[config.mk]
export PLATFORM = sky130hd
export DESIGN_NAME = tmpDig
export DESIGN_NICKNAME = d
export VERILOG_FILES = /design/src/tmpDigPkg.sv /design/src/tmpDig.sv /design/src/ccoCounter.sv /design/src/chopSequencer.sv /design/src/phaseSequencer.sv /design/src/inputSync.sv
export VERILOG_INCLUDE_DIRS = /design/src
export SDC_FILE = /design/constraint.sdc
export NUM_CORES = 1
export LEC_CHECK = 0
export BUFFER_PORTS_ARGS = -buffer_cell sky130_fd_sc_hd__clkbuf_2
export CORE_MARGIN = 2
export CORE_UTILIZATION = 54
export DETAILED_ROUTE_END_ITERATION = 10
export GPL_TIMING_DRIVEN = 0
export PLACE_DENSITY = 0.81
export SLEW_MARGIN = 30
export SYNTH_ARGS = -nofsm -noshare
export SYNTH_HDL_FRONTEND = slang
export SYNTH_HIERARCHICAL = 1
export SYNTH_SLANG_ARGS = --single-unit
[constraint.sdc]
create_clock -name clk -period 1.2 [get_ports clk]
set_input_delay 0.06 -clock clk [delete_from_list [all_inputs] [get_ports clk]]
set_output_delay 0.06 -clock clk [all_outputs]
set_load 0.01 [all_outputs]
[src/tmpDig_settings.svh]
`ifndef TMPDIG_SETTINGS_SVH
`define TMPDIG_SETTINGS_SVH

// datapath widths
`define TMPDIG_COUNT_W 8
`define TMPDIG_STEP_W 8
`define TMPDIG_WINDOW_W 9

// precharge of the analog front end, in clk cycles
`define TMPDIG_PRECHARGE_CYCLES 16

// chopper step lengths
`define TMPDIG_DIODE_CYCLES 6
`define TMPDIG_BIGDIODE_TIMEOUT 11
`define TMPDIG_CHARGE_CYCLES 6
`define TMPDIG_BG_OUTPUT_CYCLES 5

// rounds per phase
`define TMPDIG_BG_ROUNDS 12
`define TMPDIG_PTAT_MIN_ROUNDS 7

// measurement and power-down timing
`define TMPDIG_SAMPLE_WINDOW 226
`define TMPDIG_SLEEP_CYCLES 32

`endif
[src/tmpDigPkg.sv]
`include "tmpDig_settings.svh"

package tmpDigPkg;

    typedef logic [`TMPDIG_COUNT_W-1:0] ccoCount_t;
    typedef logic [`TMPDIG_STEP_W-1:0] stepCount_t;
    typedef logic [`TMPDIG_WINDOW_W-1:0] windowCount_t;

    typedef enum logic [2:0] {
        SLEEP,
        PRECHARGE,
        BANDGAP,
        PTAT,
        TEMPSENS
    } phase_t;

    typedef enum logic [2:0] {
        DIODE,
        BIGDIODE,
        HCHARGE,
        LCHARGE,
        OUTPUT,
        BLANKDIODE,
        BLANKBIGDIODE
    } chopState_t;

    // bias and bridge switch pulses
    typedef struct packed {
        logic PI1;
        logic PI2;
        logic PII1;
        logic PII2;
        logic PA;
        logic PB;
        logic PC;
        logic PD;
        logic srcN;
        logic snk;
    } biasPulse_t;

    // analog path enables
    typedef struct packed {
        logic bg2Cmp;
        logic bgCtrl;
        logic ptatCtrl;
        logic cap2Cmp;
        logic ref2Cmp;
        logic capRst;
        logic ptatOut;
        logic rDisconN;
    } switchCtrl_t;

    typedef struct packed {
        logic ccoCap1;
        logic ccoCap2;
    } ccoCaps_t;

endpackage

[src/tmpDig.sv]
`timescale 1ns/1ps

module tmpDig (
    input  logic                   clk,
    input  logic                   reset,
    input  logic                   cmp,
    output tmpDigPkg::biasPulse_t  bias,
    output tmpDigPkg::switchCtrl_t switches,
    output tmpDigPkg::ccoCaps_t    caps,
    output logic                   cmpP1,
    output logic                   cmpP2,
    output logic                   pwrUp,
    output logic                   preChrg,
    output tmpDigPkg::ccoCount_t   tmpCount1,
    output tmpDigPkg::ccoCount_t   tmpCount2
);

    logic              rstSync;
    logic              cmpSync;
    tmpDigPkg::phase_t phase;
    logic              phaseStart;
    logic              roundDone;
    logic              polarity;
    logic              countClear;

    inputSync u_inputSync (
        .clk     (clk),
        .reset   (reset),
        .cmp     (cmp),
        .rstSync (rstSync),
        .cmpSync (cmpSync)
    );

    phaseSequencer u_phaseSequencer (
        .clk        (clk),
        .rstSync    (rstSync),
        .cmpSync    (cmpSync),
        .roundDone  (roundDone),
        .count1     (tmpCount1),
        .count2     (tmpCount2),
        .phase      (phase),
        .phaseStart (phaseStart),
        .switches   (switches),
        .pwrUp      (pwrUp),
        .preChrg    (preChrg),
        .polarity   (polarity),
        .countClear (countClear)
    );

    chopSequencer u_chopSequencer (
        .clk        (clk),
        .rstSync    (rstSync),
        .cmpSync    (cmpSync),
        .phase      (phase),
        .phaseStart (phaseStart),
        .bias       (bias),
        .chopPol    (cmpP1),
        .roundDone  (roundDone)
    );

    ccoCounter u_ccoCounter (
        .clk        (clk),
        .rstSync    (rstSync),
        .cmpSync    (cmpSync),
        .capRst     (switches.capRst),
        .polarity   (polarity),
        .countClear (countClear),
        .count1     (tmpCount1),
        .count2     (tmpCount2),
        .caps       (caps)
    );

    // second comparator chopping phase
    assign cmpP2 = ~cmpP1;

endmodule

[src/ccoCounter.sv]
`timescale 1ns/1ps

module ccoCounter (
    input  logic                 clk,
    input  logic                 rstSync,
    input  logic                 cmpSync,
    input  logic                 capRst,
    input  logic                 polarity,
    input  logic                 countClear,
    output tmpDigPkg::ccoCount_t count1,
    output tmpDigPkg::ccoCount_t count2,
    output tmpDigPkg::ccoCaps_t  caps
);

    logic cmpLast;
    logic countEdge;

    // rising comparator edge while the caps are released
    assign countEdge = cmpSync && !cmpLast && !capRst;

    always_ff @(posedge clk or posedge rstSync) begin
        if (rstSync) begin
            cmpLast <= 1'b0;
            count1  <= '0;
            count2  <= '0;
            caps    <= '0;
        end else begin
            cmpLast <= cmpSync;
            if (countClear) begin
                count1 <= '0;
                count2 <= '0;
            end else if (countEdge) begin
                if (polarity) begin
                    count1 <= count1 + 1'b1;
                end else begin
                    count2 <= count2 + 1'b1;
                end
            end
            // caps alternate 10/01 from the first counted edge on
            if (countEdge) begin
                caps.ccoCap1 <= ~caps.ccoCap1;
                caps.ccoCap2 <= caps.ccoCap1;
            end
        end
    end

endmodule

[src/chopSequencer.sv]
`timescale 1ns/1ps
`include "tmpDig_settings.svh"

module chopSequencer (
    input  logic                  clk,
    input  logic                  rstSync,
    input  logic                  cmpSync,
    input  tmpDigPkg::phase_t     phase,
    input  logic                  phaseStart,
    output tmpDigPkg::biasPulse_t bias,
    output logic                  chopPol,
    output logic                  roundDone
);

    tmpDigPkg::chopState_t state;
    tmpDigPkg::chopState_t afterBlank;
    tmpDigPkg::stepCount_t stepCount;
    logic                  refCmp;
    logic                  hDone;
    logic                  active;
    logic                  cmpHeld;
    logic                  inPtat;

    assign inPtat  = (phase == tmpDigPkg::PTAT);
    assign active  = inPtat || (phase == tmpDigPkg::BANDGAP);
    assign cmpHeld = (cmpSync == refCmp);

    // pulse decode, PI1 and PII1 open one blank cycle early
    always_comb begin
        bias = '0;
        if (active) begin
            case (state)
                tmpDigPkg::DIODE: begin
                    bias.PII1 = 1'b1;
                    bias.PII2 = 1'b1;
                end
                tmpDigPkg::BIGDIODE: begin
                    bias.PI1  = 1'b1;
                    bias.PI2  = 1'b1;
                    bias.srcN = cmpHeld && cmpSync;
                    bias.snk  = cmpHeld && !cmpSync;
                end
                tmpDigPkg::HCHARGE: begin
                    bias.PA = 1'b1;
                    bias.PB = 1'b1;
                end
                tmpDigPkg::LCHARGE: begin
                    bias.PA = 1'b1;
                    bias.PC = 1'b1;
                end
                tmpDigPkg::OUTPUT: begin
                    bias.PB = 1'b1;
                    bias.PC = 1'b1;
                    bias.PD = 1'b1;
                end
                tmpDigPkg::BLANKDIODE: begin
                    bias.PII1 = (afterBlank == tmpDigPkg::DIODE);
                end
                default: begin
                    bias.PI1 = (afterBlank == tmpDigPkg::BIGDIODE);
                end
            endcase
        end
    end

    always_ff @(posedge clk or posedge rstSync) begin
        if (rstSync) begin
            state      <= tmpDigPkg::BLANKBIGDIODE;
            afterBlank <= tmpDigPkg::BIGDIODE;
            stepCount  <= '0;
            refCmp     <= 1'b0;
            hDone      <= 1'b0;
            chopPol    <= 1'b0;
            roundDone  <= 1'b0;
        end else begin
            roundDone <= 1'b0;
            if (phaseStart) begin
                stepCount <= '0;
                hDone     <= 1'b0;
                // PTAT opens on a diode, bandgap on a big diode
                if (inPtat) begin
                    state      <= tmpDigPkg::BLANKDIODE;
                    afterBlank <= tmpDigPkg::DIODE;
                end else begin
                    state      <= tmpDigPkg::BLANKBIGDIODE;
                    afterBlank <= tmpDigPkg::BIGDIODE;
                end
            end else if (active) begin
                stepCount <= stepCount + 1'b1;
                case (state)
                    tmpDigPkg::DIODE: begin
                        if (stepCount == tmpDigPkg::stepCount_t'(`TMPDIG_DIODE_CYCLES - 1)) begin
                            stepCount <= '0;
                            chopPol   <= ~chopPol;
                            if (inPtat) begin
                                roundDone  <= 1'b1;
                                state      <= tmpDigPkg::BLANKBIGDIODE;
                                afterBlank <= tmpDigPkg::BIGDIODE;
                            end else begin
                                state      <= tmpDigPkg::BLANKDIODE;
                                afterBlank <= hDone ? tmpDigPkg::LCHARGE : tmpDigPkg::HCHARGE;
                            end
                        end
                    end
                    // hold until the comparator flips or the timeout hits
                    tmpDigPkg::BIGDIODE: begin
                        if (!cmpHeld ||
                            stepCount == tmpDigPkg::stepCount_t'(`TMPDIG_BIGDIODE_TIMEOUT - 1)) begin
                            stepCount  <= '0;
                            state      <= tmpDigPkg::BLANKDIODE;
                            afterBlank <= tmpDigPkg::DIODE;
                        end
                    end
                    tmpDigPkg::HCHARGE: begin
                        if (stepCount == tmpDigPkg::stepCount_t'(`TMPDIG_CHARGE_CYCLES - 1)) begin
                            stepCount  <= '0;
                            hDone      <= 1'b1;
                            state      <= tmpDigPkg::BLANKBIGDIODE;
                            afterBlank <= tmpDigPkg::BIGDIODE;
                        end
                    end
                    tmpDigPkg::LCHARGE: begin
                        if (stepCount == tmpDigPkg::stepCount_t'(`TMPDIG_CHARGE_CYCLES - 1)) begin
                            stepCount  <= '0;
                            hDone      <= 1'b0;
                            state      <= tmpDigPkg::BLANKDIODE;
                            afterBlank <= tmpDigPkg::OUTPUT;
                        end
                    end
                    tmpDigPkg::OUTPUT: begin
                        if (stepCount == tmpDigPkg::stepCount_t'(`TMPDIG_BG_OUTPUT_CYCLES - 1)) begin
                            stepCount  <= '0;
                            roundDone  <= 1'b1;
                            state      <= tmpDigPkg::BLANKBIGDIODE;
                            afterBlank <= tmpDigPkg::BIGDIODE;
                        end
                    end
                    // single blank cycle, latch the comparator for the big diode
                    default: begin
                        stepCount <= '0;
                        refCmp    <= cmpSync;
                        state     <= afterBlank;
                    end
                endcase
            end
        end
    end

endmodule

[src/phaseSequencer.sv]
`timescale 1ns/1ps
`include "tmpDig_settings.svh"

module phaseSequencer (
    input  logic                   clk,
    input  logic                   rstSync,
    input  logic                   cmpSync,
    input  logic                   roundDone,
    input  tmpDigPkg::ccoCount_t   count1,
    input  tmpDigPkg::ccoCount_t   count2,
    output tmpDigPkg::phase_t      phase,
    output logic                   phaseStart,
    output tmpDigPkg::switchCtrl_t switches,
    output logic                   pwrUp,
    output logic                   preChrg,
    output logic                   polarity,
    output logic                   countClear
);

    tmpDigPkg::phase_t       nextPhase;
    tmpDigPkg::windowCount_t timer;
    tmpDigPkg::stepCount_t   roundCount;
    logic                    ptatReady;
    logic                    bothCounted;

    function automatic tmpDigPkg::switchCtrl_t phaseSwitches(input tmpDigPkg::phase_t p);
        tmpDigPkg::switchCtrl_t sw;
        sw = '0;
        case (p)
            tmpDigPkg::PRECHARGE: begin
                sw.bgCtrl   = 1'b1;
                sw.ptatCtrl = 1'b1;
                sw.capRst   = 1'b1;
                sw.rDisconN = 1'b1;
            end
            tmpDigPkg::BANDGAP: begin
                sw.bg2Cmp   = 1'b1;
                sw.bgCtrl   = 1'b1;
                sw.capRst   = 1'b1;
                sw.rDisconN = 1'b1;
            end
            tmpDigPkg::PTAT: begin
                sw.bg2Cmp   = 1'b1;
                sw.ptatCtrl = 1'b1;
                sw.capRst   = 1'b1;
            end
            // caps released, oscillator drives the comparator
            tmpDigPkg::TEMPSENS: begin
                sw.ptatCtrl = 1'b1;
                sw.cap2Cmp  = 1'b1;
                sw.ref2Cmp  = 1'b1;
                sw.ptatOut  = 1'b1;
            end
            default: begin
                sw.capRst   = 1'b1;
                sw.rDisconN = 1'b1;
            end
        endcase
        return sw;
    endfunction

    assign ptatReady = (roundCount == tmpDigPkg::stepCount_t'(`TMPDIG_PTAT_MIN_ROUNDS));
    assign bothCounted = (count1 != '0) && (count2 != '0);

    always_comb begin
        nextPhase = phase;
        case (phase)
            tmpDigPkg::PRECHARGE: begin
                if (timer == tmpDigPkg::windowCount_t'(`TMPDIG_PRECHARGE_CYCLES)) begin
                    nextPhase = tmpDigPkg::BANDGAP;
                end
            end
            tmpDigPkg::BANDGAP: begin
                if (roundDone &&
                    roundCount == tmpDigPkg::stepCount_t'(`TMPDIG_BG_ROUNDS - 1)) begin
                    nextPhase = tmpDigPkg::PTAT;
                end
            end
            // leave only once the comparator has flipped against the last window
            tmpDigPkg::PTAT: begin
                if (ptatReady && cmpSync != polarity) begin
                    nextPhase = tmpDigPkg::TEMPSENS;
                end
            end
            tmpDigPkg::TEMPSENS: begin
                if (timer == tmpDigPkg::windowCount_t'(`TMPDIG_SAMPLE_WINDOW - 1)) begin
                    nextPhase = bothCounted ? tmpDigPkg::SLEEP : tmpDigPkg::PTAT;
                end
            end
            default: begin
                if (timer == tmpDigPkg::windowCount_t'(`TMPDIG_SLEEP_CYCLES - 1)) begin
                    nextPhase = tmpDigPkg::BANDGAP;
                end
            end
        endcase
    end

    always_ff @(posedge clk or posedge rstSync) begin
        if (rstSync) begin
            phase      <= tmpDigPkg::PRECHARGE;
            phaseStart <= 1'b0;
            switches   <= '0;
            pwrUp      <= 1'b0;
            preChrg    <= 1'b0;
            polarity   <= 1'b0;
            countClear <= 1'b0;
            timer      <= '0;
            roundCount <= '0;
        end else begin
            phase      <= nextPhase;
            phaseStart <= (nextPhase != phase);
            switches   <= phaseSwitches(nextPhase);
            pwrUp      <= (nextPhase != tmpDigPkg::SLEEP);
            preChrg    <= (nextPhase == tmpDigPkg::PRECHARGE);
            countClear <= (phase == tmpDigPkg::SLEEP) && (nextPhase != tmpDigPkg::SLEEP);
            if (nextPhase != phase) begin
                timer      <= '0;
                roundCount <= '0;
            end else begin
                timer <= timer + 1'b1;
                // PTAT rounds saturate at the minimum
                if (roundDone && !(phase == tmpDigPkg::PTAT && ptatReady)) begin
                    roundCount <= roundCount + 1'b1;
                end
            end
            if (phase == tmpDigPkg::PTAT && nextPhase == tmpDigPkg::TEMPSENS) begin
                polarity <= cmpSync;
            end
        end
    end

endmodule

[src/inputSync.sv]
`timescale 1ns/1ps

module inputSync (
    input  logic clk,
    input  logic reset,
    input  logic cmp,
    output logic rstSync,
    output logic cmpSync
);

    logic [1:0] rstPipe;
    logic [1:0] cmpPipe;

    // asserts at once, releases on the second edge after reset falls
    always_ff @(posedge clk or posedge reset) begin
        if (reset) begin
            rstPipe <= 2'b11;
        end else begin
            rstPipe <= {rstPipe[0], 1'b0};
        end
    end

    // comparator comes from the oscillator domain
    always_ff @(posedge clk or posedge reset) begin
        if (reset) begin
            cmpPipe <= 2'b00;
        end else begin
            cmpPipe <= {cmpPipe[0], cmp};
        end
    end

    assign rstSync = rstPipe[1];
    assign cmpSync = cmpPipe[1];

endmodule

==> flow_metrics.py, run 1 <==
metrics = {
    "hold_path": {
        "min_path_type": "input pin to async pin",
    },
    "synth": {
        "netlist_area_um2": 4230,
        "synth_cell_types": 76,
        "synth-async-reset-ratio": 1.000,
        "synth_top_area_frac": 0.3904,
        "ys_warn_count": 6,
        "synthTopCellsByArea": "dfrtp_1 (39%), dfstp_2 (3.7%), ha_1 (3.5%)",
        "synth_ff_type": "dfrtp_1",
        "yosys.area.top_type": "dfrtp_1",
        "ys_seq_elements": 72,
        "synth_fp_nets": 451,
        "synth.avg_cell_area_um2": 9.703,
        "synth_edf_count": 0,
        "synth_seq_area_share": 0.4277,
        "postSynthCellCount": 436,
    },
    "detailed_routing": {
        "wire_per_inst_um": 23.06,
        "route.met2.wl_um": 7768,
        "num_vias": 4453,
        "ant_nets": 0,
        "drc_errors": 0,
        "topRoutingLayerUsed": "met4",
        "drt_iter0_drc": 353,
        "wl_met3_um": 1180,
        "drt_first_pass_iters": 5,
        "routedLengthMet1_um": 5645,
        "vias_per_cell": 6.578,
        "routed_wl_um": 15620,
    },
    "placement": {
        "place_area_um2": 4807,
        "place.gp.congestion": 0.9694,
        "port_buffers": 42,
        "dp_hpwl_um": 6753,
    },
    "worst_setup_path": {
        "setup.worst_path.end_class": "flip-flop",
        "endpoint": "u_phaseSequencer/pwrUp$_DFF_PP0_",
        "crit_fanout": 8,
        "cp-start-kind": "flip-flop",
        "r2r-end": "u_phaseSequencer/pwrUp$_DFF_PP0_",
        "r2r_cells": 7,
        "path_class": "flip-flop to flip-flop",
        "crit_required_ns": 1.41,
        "reg2reg_from": "u_phaseSequencer/phase[2]$_DFF_PP0_",
        "critPathArrivalTime_ns": 2.44,
        "startpoint": "u_phaseSequencer/phase[2]$_DFF_PP0_",
        "reg2reg_slack_ns": -1.03,
    },
    "die": {
        "num_rows": 32,
        "num_io_pins": 43,
        "start_util": 0.5532,
        "fp.coreArea_um2": 7647,
        "die_area_um2": 8558,
        "die_h_um": 92.51,
        "fp.dieW_um": 92.51,
    },
    "global_route": {
        "antenna_found_initial": 0,
        "grt_pass1_wl_um": 20420,
        "grt_util_all_layers": 0.3034,
        "first_global_vias": 4095,
        "grt.overflow.total": 0,
        "grt_max_degree": 32,
    },
    "clock_network": {
        "path_clk_slew_ns": 0.07,
        "cts_buffer_depth": 2,
        "cts_max_level": 3,
        "cts_root_buf": "clkbuf_8",
        "numCtsBuffers": 9,
        "cts_tree": "yes",
        "clock_latency_ns": 0.37,
        "cts.sinks": 72,
    },
    "sta": {
        "rsz0062_at_grt": "true",
        "relSlewSlack": 0.4598,
        "period_needed_ns": 2.232,
        "skew_ns": 0.02450,
        "maxSlewViolCount": 0,
        "worst_pin_slew_ns": 0.8095,
        "finalWorstSetupSlack_ns": -1.032,
        "hold_violations": 0,
        "fmax_mhz": 448.0,
        "timing.setup.tns_ns": -55.37,
        "period_share": 1.860,
        "final-setup-viol-count": 77,
    },
    "power": {
        "p_leak_nw": 2.838,
        "max-vdd-ir-drop_v": 0.0007002,
        "power_w": 0.005816,
        "pwr_density_cell_nw_per_um2": 908.6,
    },
    "layout": {
        "drive_above_1_share": 0.5443,
        "num-fill-cells": 356,
        "fin_util": 0.8370,
        "multi_input_area_um2": 2955,
        "synthToLayoutAreaGrowth_pct": 51.32,
        "final_cell_mix": "buf_4 (56), dfrtp_1 (47), buf_6 (35)",
        "final_area_um2": 6401,
        "seq_area_um2": 1833,
        "final_common_cell": "buf_4",
        "fin_nets": 585,
        "n_antenna_cell": 0,
    },
    "status": {
        "status": "finished with violations",
        "violations": "setup timing",
    },
    "job": {
        "drv_cap": 0,
    },
}
==> critical path, cell delays in order, from the launching register on <==
cell     delay [ns]
dfrtp_1        0.38
buf_4          0.22
and2b_1        0.27
and2_2         0.25
a41o_1         0.27
buf_6          0.14
o31ai_4        0.37
nand4_1        0.17
==> metrics by stage <==
| stage | hold slack (ns) | setup WS [ns] | std cells |
|---|---|---|---|
| 2_1_floorplan | -0.1754 | -0.7584 | 436 |
| 3_3_place_gp | -0.07980 | -1.035 | 580 |
| 3_5_place_dp | -0.07280 | -1.065 | 580 |
| 4_1_cts | 0.1028 | -0.8598 | 652 |
| 5_1_grt | 0.1126 | -1.084 | 677 |
| 6_report | 0.1037 | -1.032 | 677 |
==> timing repair <==
| item | 4_1_cts | 5_1_grt |
|---|---|---|
| hold buffers | 2 | 0 |
| buffers inserted | 54 | 28 |
| hold endpoints to repair | 5 | 0 |
| cloned | 1 | 0 |
| gates resized for setup | 103 | 82 |
| setup endpoints to repair | 77 | 77 |
| pin swaps | 43 | 29 |
==> routing by layer <==
layer	GRT usage	vias up
met2	0.5280	320
met1	0.3639	2180
li1	-	1839
met4	0.1231	0
met5	0	-
met3	0.06753	114
==> state kept, by name (all words and copies together), names as in the netlist, 2 cells and up <==
register	flops
u_ccoCounter/caps	2
u_ccoCounter/count1	8
u_ccoCounter/count2	8
u_chopSequencer/afterBlank	3
u_chopSequencer/state	3
u_chopSequencer/stepCount	8
u_inputSync/cmpPipe	2
u_inputSync/rstPipe	2
u_phaseSequencer/phase	3
u_phaseSequencer/roundCount	8
u_phaseSequencer/switches	6
u_phaseSequencer/timer	9
==> worst min path at each step <==
stage	from	endpoint
2_1_floorplan	reset	u_inputSync/cmpPipe[0]$_DFF_PP0_
3_3_place_gp	reset	u_inputSync/cmpPipe[0]$_DFF_PP0_
3_5_place_dp	reset	u_inputSync/cmpPipe[0]$_DFF_PP0_
4_1_cts	reset	u_inputSync/cmpPipe[0]$_DFF_PP0_
5_1_grt	reset	u_inputSync/cmpPipe[0]$_DFF_PP0_
6_report	reset	u_inputSync/cmpPipe[1]$_DFF_PP0_
==> kinds of logic (layout without fill, tap and decap cells) <==
| kind of cell | after synthesis | in the layout | synth area share |
|---|---|---|---|
| fa+ha+maj | 12 | 12 | 0.03549 |
| simple gates | 187 | 187 | 0.2487 |
| compound gates | 79 | 79 | 0.1488 |
| other cells | 1 | 1 | 0.0008865 |
| flops | 72 | 72 | 0.4277 |
| xor+xnor | 23 | 23 | 0.04762 |
| mux | 16 | 16 | 0.04141 |
| buf+inv | 46 | 185 | 0.04939 |
==> final cells by class <==
class	instances	share of cell area
tap	102	0.01994
buffer	20	0.03127
inverter	25	0.01505
multi-input combinational	318	0.4617
timing repair buffer	124	0.1538
sequential	72	0.2864
clock buffer	10	0.02150
clock inverter	6	0.01036
==> power by group <==
group          total (W)  switching [W]  leakage (nW)  internal, W
logic            0.00102       0.000521          1.91     0.000497
registers        0.00277       0.000197         0.837      0.00257
clock network    0.00203        0.00101        0.0949      0.00102
==> cell usage after synthesis (all sizes together) (4+ instances only) <==
cell    count
a21oi      16
a311oi      4
a31oi       4
and2        8
and3        6
buf        11
clkbuf     10
dfrtp      66
dfstp       6
ha         12
inv        25
mux2        9
mux2i       7
nand2      32
nand3      29
nand4       7
nor2       43
nor2b       8
nor3       14
nor4       11
o21ai      14
o31ai      10
or3         5
or4         5
xnor2      10
xor2       13
(Power assumes the default switching activity.)
==> run 2, diff against run 1 <==
--- a/config.mk
+++ b/config.mk
@@ -7,13 +7,13 @@
 export NUM_CORES = 1
 export LEC_CHECK = 0
 export BUFFER_PORTS_ARGS = -buffer_cell sky130_fd_sc_hd__clkbuf_2
+export CORE_ASPECT_RATIO = 0.75
 export CORE_MARGIN = 2
-export CORE_UTILIZATION = 54
+export CORE_UTILIZATION = 53
 export DETAILED_ROUTE_END_ITERATION = 10
 export GPL_TIMING_DRIVEN = 0
-export PLACE_DENSITY = 0.81
+export PLACE_DENSITY = 0.8
 export SLEW_MARGIN = 30
 export SYNTH_ARGS = -nofsm -noshare
 export SYNTH_HDL_FRONTEND = slang
-export SYNTH_HIERARCHICAL = 1
 export SYNTH_SLANG_ARGS = --single-unit
==> flow_metrics.py, run 2 <==
metrics = {
    "detailed_routing": {
        "routed_wl_um": 12980,
        "drt_iter0_drc": 474,
        "drt_first_pass_iters": 6,
        "num_vias": 3734,
        "ant_nets": 0,
        "wire_per_inst_um": 21.48,
        "drc_errors": 0,
        "vias_per_cell": 6.182,
    },
    "worst_setup_path": {
        "reg2reg_slack_ns": -1.14,
        "cp-start-kind": "flip-flop",
        "r2r-end": "u_chopSequencer.state[0]$_DFFE_PP0P_",
        "crit_fanout": 6,
        "critPathArrivalTime_ns": 2.58,
        "crit_required_ns": 1.44,
        "reg2reg_from": "u_chopSequencer.refCmp$_DFFE_PP0P_",
        "r2r_cells": 9,
        "path_cells": "inv_1, ha_4, or4b_4, a41o_1, and4_4, or2_0, buf_6, nor2_4, a31oi_4",
        "cp_slowest_cell": "or4b_4",
        "slowest_delay_ns": 0.49,
        "path_class": "flip-flop to flip-flop",
        "setup.worst_path.end_class": "flip-flop",
    },
    "layout": {
        "synthToLayoutAreaGrowth_pct": 48.97,
        "finalNonFillerCells": 604,
        "drive_above_1_share": 0.5079,
        "regMostFlops": "u_phaseSequencer.timer",
        "fin_util": 0.8212,
        "final_common_cell": "dfrtp_1",
        "n_antenna_cell": 0,
        "fin_nets": 518,
        "final_cell_mix": "dfrtp_1 (58), buf_4 (49), clkbuf_2 (33)",
        "largest_register_ffs": 9,
    },
    "power": {
        "power_w": 0.007945,
        "p_switching_w": 0.002960,
        "p_comb_frac": 0.394,
        "p_int_w": 0.004986,
        "p_seq_frac": 0.358,
        "p_leak_nw": 2.653,
        "max-vdd-ir-drop_v": 0.0009382,
        "pwr_density_cell_nw_per_um2": 1410,
        "swShare": 0.3725,
        "clockPowerShare": 0.248,
    },
    "sta": {
        "skew_ns": 0.01199,
        "rsz0062_at_grt": "true",
        "relSlewSlack": 0.6090,
        "timing.setup.tns_ns": -62.58,
        "finalWorstSetupSlack_ns": -1.145,
        "final-setup-viol-count": 79,
        "hold_violations": 0,
        "fmax_mhz": 426.5,
        "hold_ws_ns": 0.1011,
        "maxSlewViolCount": 0,
        "period_needed_ns": 2.345,
        "worst_pin_slew_ns": 0.5866,
        "period_share": 1.954,
    },
    "die": {
        "die_h_um": 77.17,
        "fp.dieW_um": 101.6,
        "fp.coreArea_um2": 6864,
        "start_util": 0.5512,
        "num_rows": 26,
        "die_area_um2": 7838,
        "num_io_pins": 43,
    },
    "synth": {
        "postSynthCellCount": 379,
        "synth_top_cells_by_count": "dfrtp_1 (66), nor2_1 (41), nand2_1 (30)",
        "ys_seq_elements": 72,
        "synthTopCellsByArea": "dfrtp_1 (44%), xor2_1 (5.6%), ha_1 (4.6%)",
        "yosysMostFrequentCell": "dfrtp_1",
        "synth_top_area_frac": 0.4365,
        "synth-async-reset-ratio": 1.000,
        "synth_ff_type": "dfrtp_1",
        "synth_seq_area_share": 0.4782,
        "synth_fp_nets": 396,
        "yosys.area.top_type": "dfrtp_1",
        "ys_warn_count": 0,
        "synth.avg_cell_area_um2": 9.983,
        "netlist_area_um2": 3784,
        "synth_edf_count": 0,
        "synth_cell_types": 63,
    },
    "clock_network": {
        "cts_root_buf": "clkbuf_8",
        "cts_buffer_depth": 2,
        "cts.sinks": 72,
        "cts_max_level": 3,
        "numCtsBuffers": 9,
        "clock_latency_ns": 0.36,
        "path_clk_slew_ns": 0.09,
        "cts_tree": "yes",
    },
    "global_route": {
        "met1_usage": 0.3438,
        "grt_pass1_wl_um": 15880,
        "first_global_vias": 3286,
        "grt_util_all_layers": 0.2608,
        "grt.busiest_layer": "met2",
        "grt_use_met2": 0.4105,
        "grt_max_degree": 31,
        "antenna_found_initial": 0,
        "grt.overflow.total": 0,
        "met3_usage": 0.07019,
    },
    "job": {
        "drv_cap": 0,
    },
    "placement": {
        "dp_hpwl_um": 5762,
        "port_buffers": 42,
        "place.gp.congestion": 0.8885,
        "dp_cells": 521,
    },
    "status": {
        "status": "finished with violations",
        "violations": "setup timing",
    },
    "hold_path": {
        "min_path_type": "input pin to async pin",
    },
}
run 2: cell types whose count changed in the layout (fill, tap and decap cells not counted), moves of 5 or more:
cell | previous run | this run
buf_4 | 56 | 49
buf_6 | 35 | 21
dfrtp_1 | 47 | 58
dfrtp_2 | 19 | 8
mux2_4 | 7 | 1
nand3_1 | 25 | 10
nand4_1 | 7 | 13
nor2_1 | 23 | 32
nor2b_1 | 7 | 2
nor3_1 | 8 | 3
o21ai_0 | 7 | 1
xor2_1 | 12 | 23
run 2: worst max-delay path by stage:
| stage | startpoint | endpoint | slack [ns] | cells past startpoint |
|---|---|---|---|---|
| finish | u_chopSequencer.refCmp$_DFFE_PP0P_ | u_chopSequencer.state[0]$_DFFE_PP0P_ | -1.14 | 9 |
| global route | u_chopSequencer.refCmp$_DFFE_PP0P_ | u_chopSequencer.state[0]$_DFFE_PP0P_ | -1.17 | 9 |
| CTS | u_inputSync.cmpPipe[1]$_DFF_PP0_ | u_chopSequencer.state[0]$_DFFE_PP0P_ | -1.07 | 8 |
| detailed placement | u_inputSync.cmpPipe[1]$_DFF_PP0_ | u_chopSequencer.state[0]$_DFFE_PP0P_ | -1.24 | 8 |
| global placement | u_inputSync.cmpPipe[1]$_DFF_PP0_ | u_chopSequencer.state[0]$_DFFE_PP0P_ | -1.21 | 8 |
| floorplan | u_ccoCounter.count2[1]$_DFFE_PP0P_ | u_phaseSequencer.roundCount[5]$_DFFE_PP0P_ | -0.94 | 8 |
run 2: logic make-up (layout without fill, tap and decap cells):
kind of cell,count (synthesis),in the layout,synth area share
flip-flops,72,72,0.4782
AND/OR/NAND/NOR,160,160,0.2278
buffers and inverters,39,166,0.04729
XOR/XNOR,34,34,0.07870
other,1,1,0.0009911
adder cells (fa/ha/maj),14,14,0.04630
multiplexers,6,6,0.01653
AO/OA/AOI/OAI,53,53,0.1042
run 2: area by class of cell:
cell class                 instances  area (um2)
buffer                            13       123.9
tap                               98       122.6
timing repair buffer             114       915.9
clock buffer                       9       123.9
inverter                          23       95.09
sequential                        72        1819
fill                             323        1227
clock inverter                     7       72.57
multi-input combinational        268        2364
run 2: power groups by stage:
stage	sequential, W	clock [W]	combinational, W
floorplan	0.00280	0	0.00146
global placement	0.00284	0	0.00183
detailed placement	0.00284	0	0.00191
CTS	0.00280	0.00194	0.00242
global route	0.00285	0.00208	0.00324
finish	0.00285	0.00197	0.00313
run 2: worst max-delay path, delay by kind of cell (launching register included):
family	cells	cell delay, ns
fa+ha+maj	1	0.21
compound gates	2	0.30
buf+inv	2	0.29
simple gates	4	1.02
flops	1	0.41
run 2: per-layer routing:
metal / vias to the layer above / routed length, um
li1: 1559 / -
met1: 1846 / 5039
met2: 262 / 6410
met3: 67 / 948
met4: 0 / 577
met5: - / 0
run 2: metrics by stage:
| step | setup slack (ns) | instance area, um2 |
|---|---|---|
| floorplan | -0.9420 | 3925 |
| global placement | -1.206 | 4258 |
| detailed placement | -1.244 | 4305 |
| CTS | -1.071 | 5084 |
| global route | -1.171 | 5637 |
| finish | -1.145 | 5637 |
run 2: repair_timing:
item,4_1_cts,5_1_grt
hold buffers,2,0
hold endpoints to repair,5,0
endpoints found under the setup margin,76,77
cloned,1,1
pin swaps,23,28
resized for setup,72,85
setup buffers,41,27
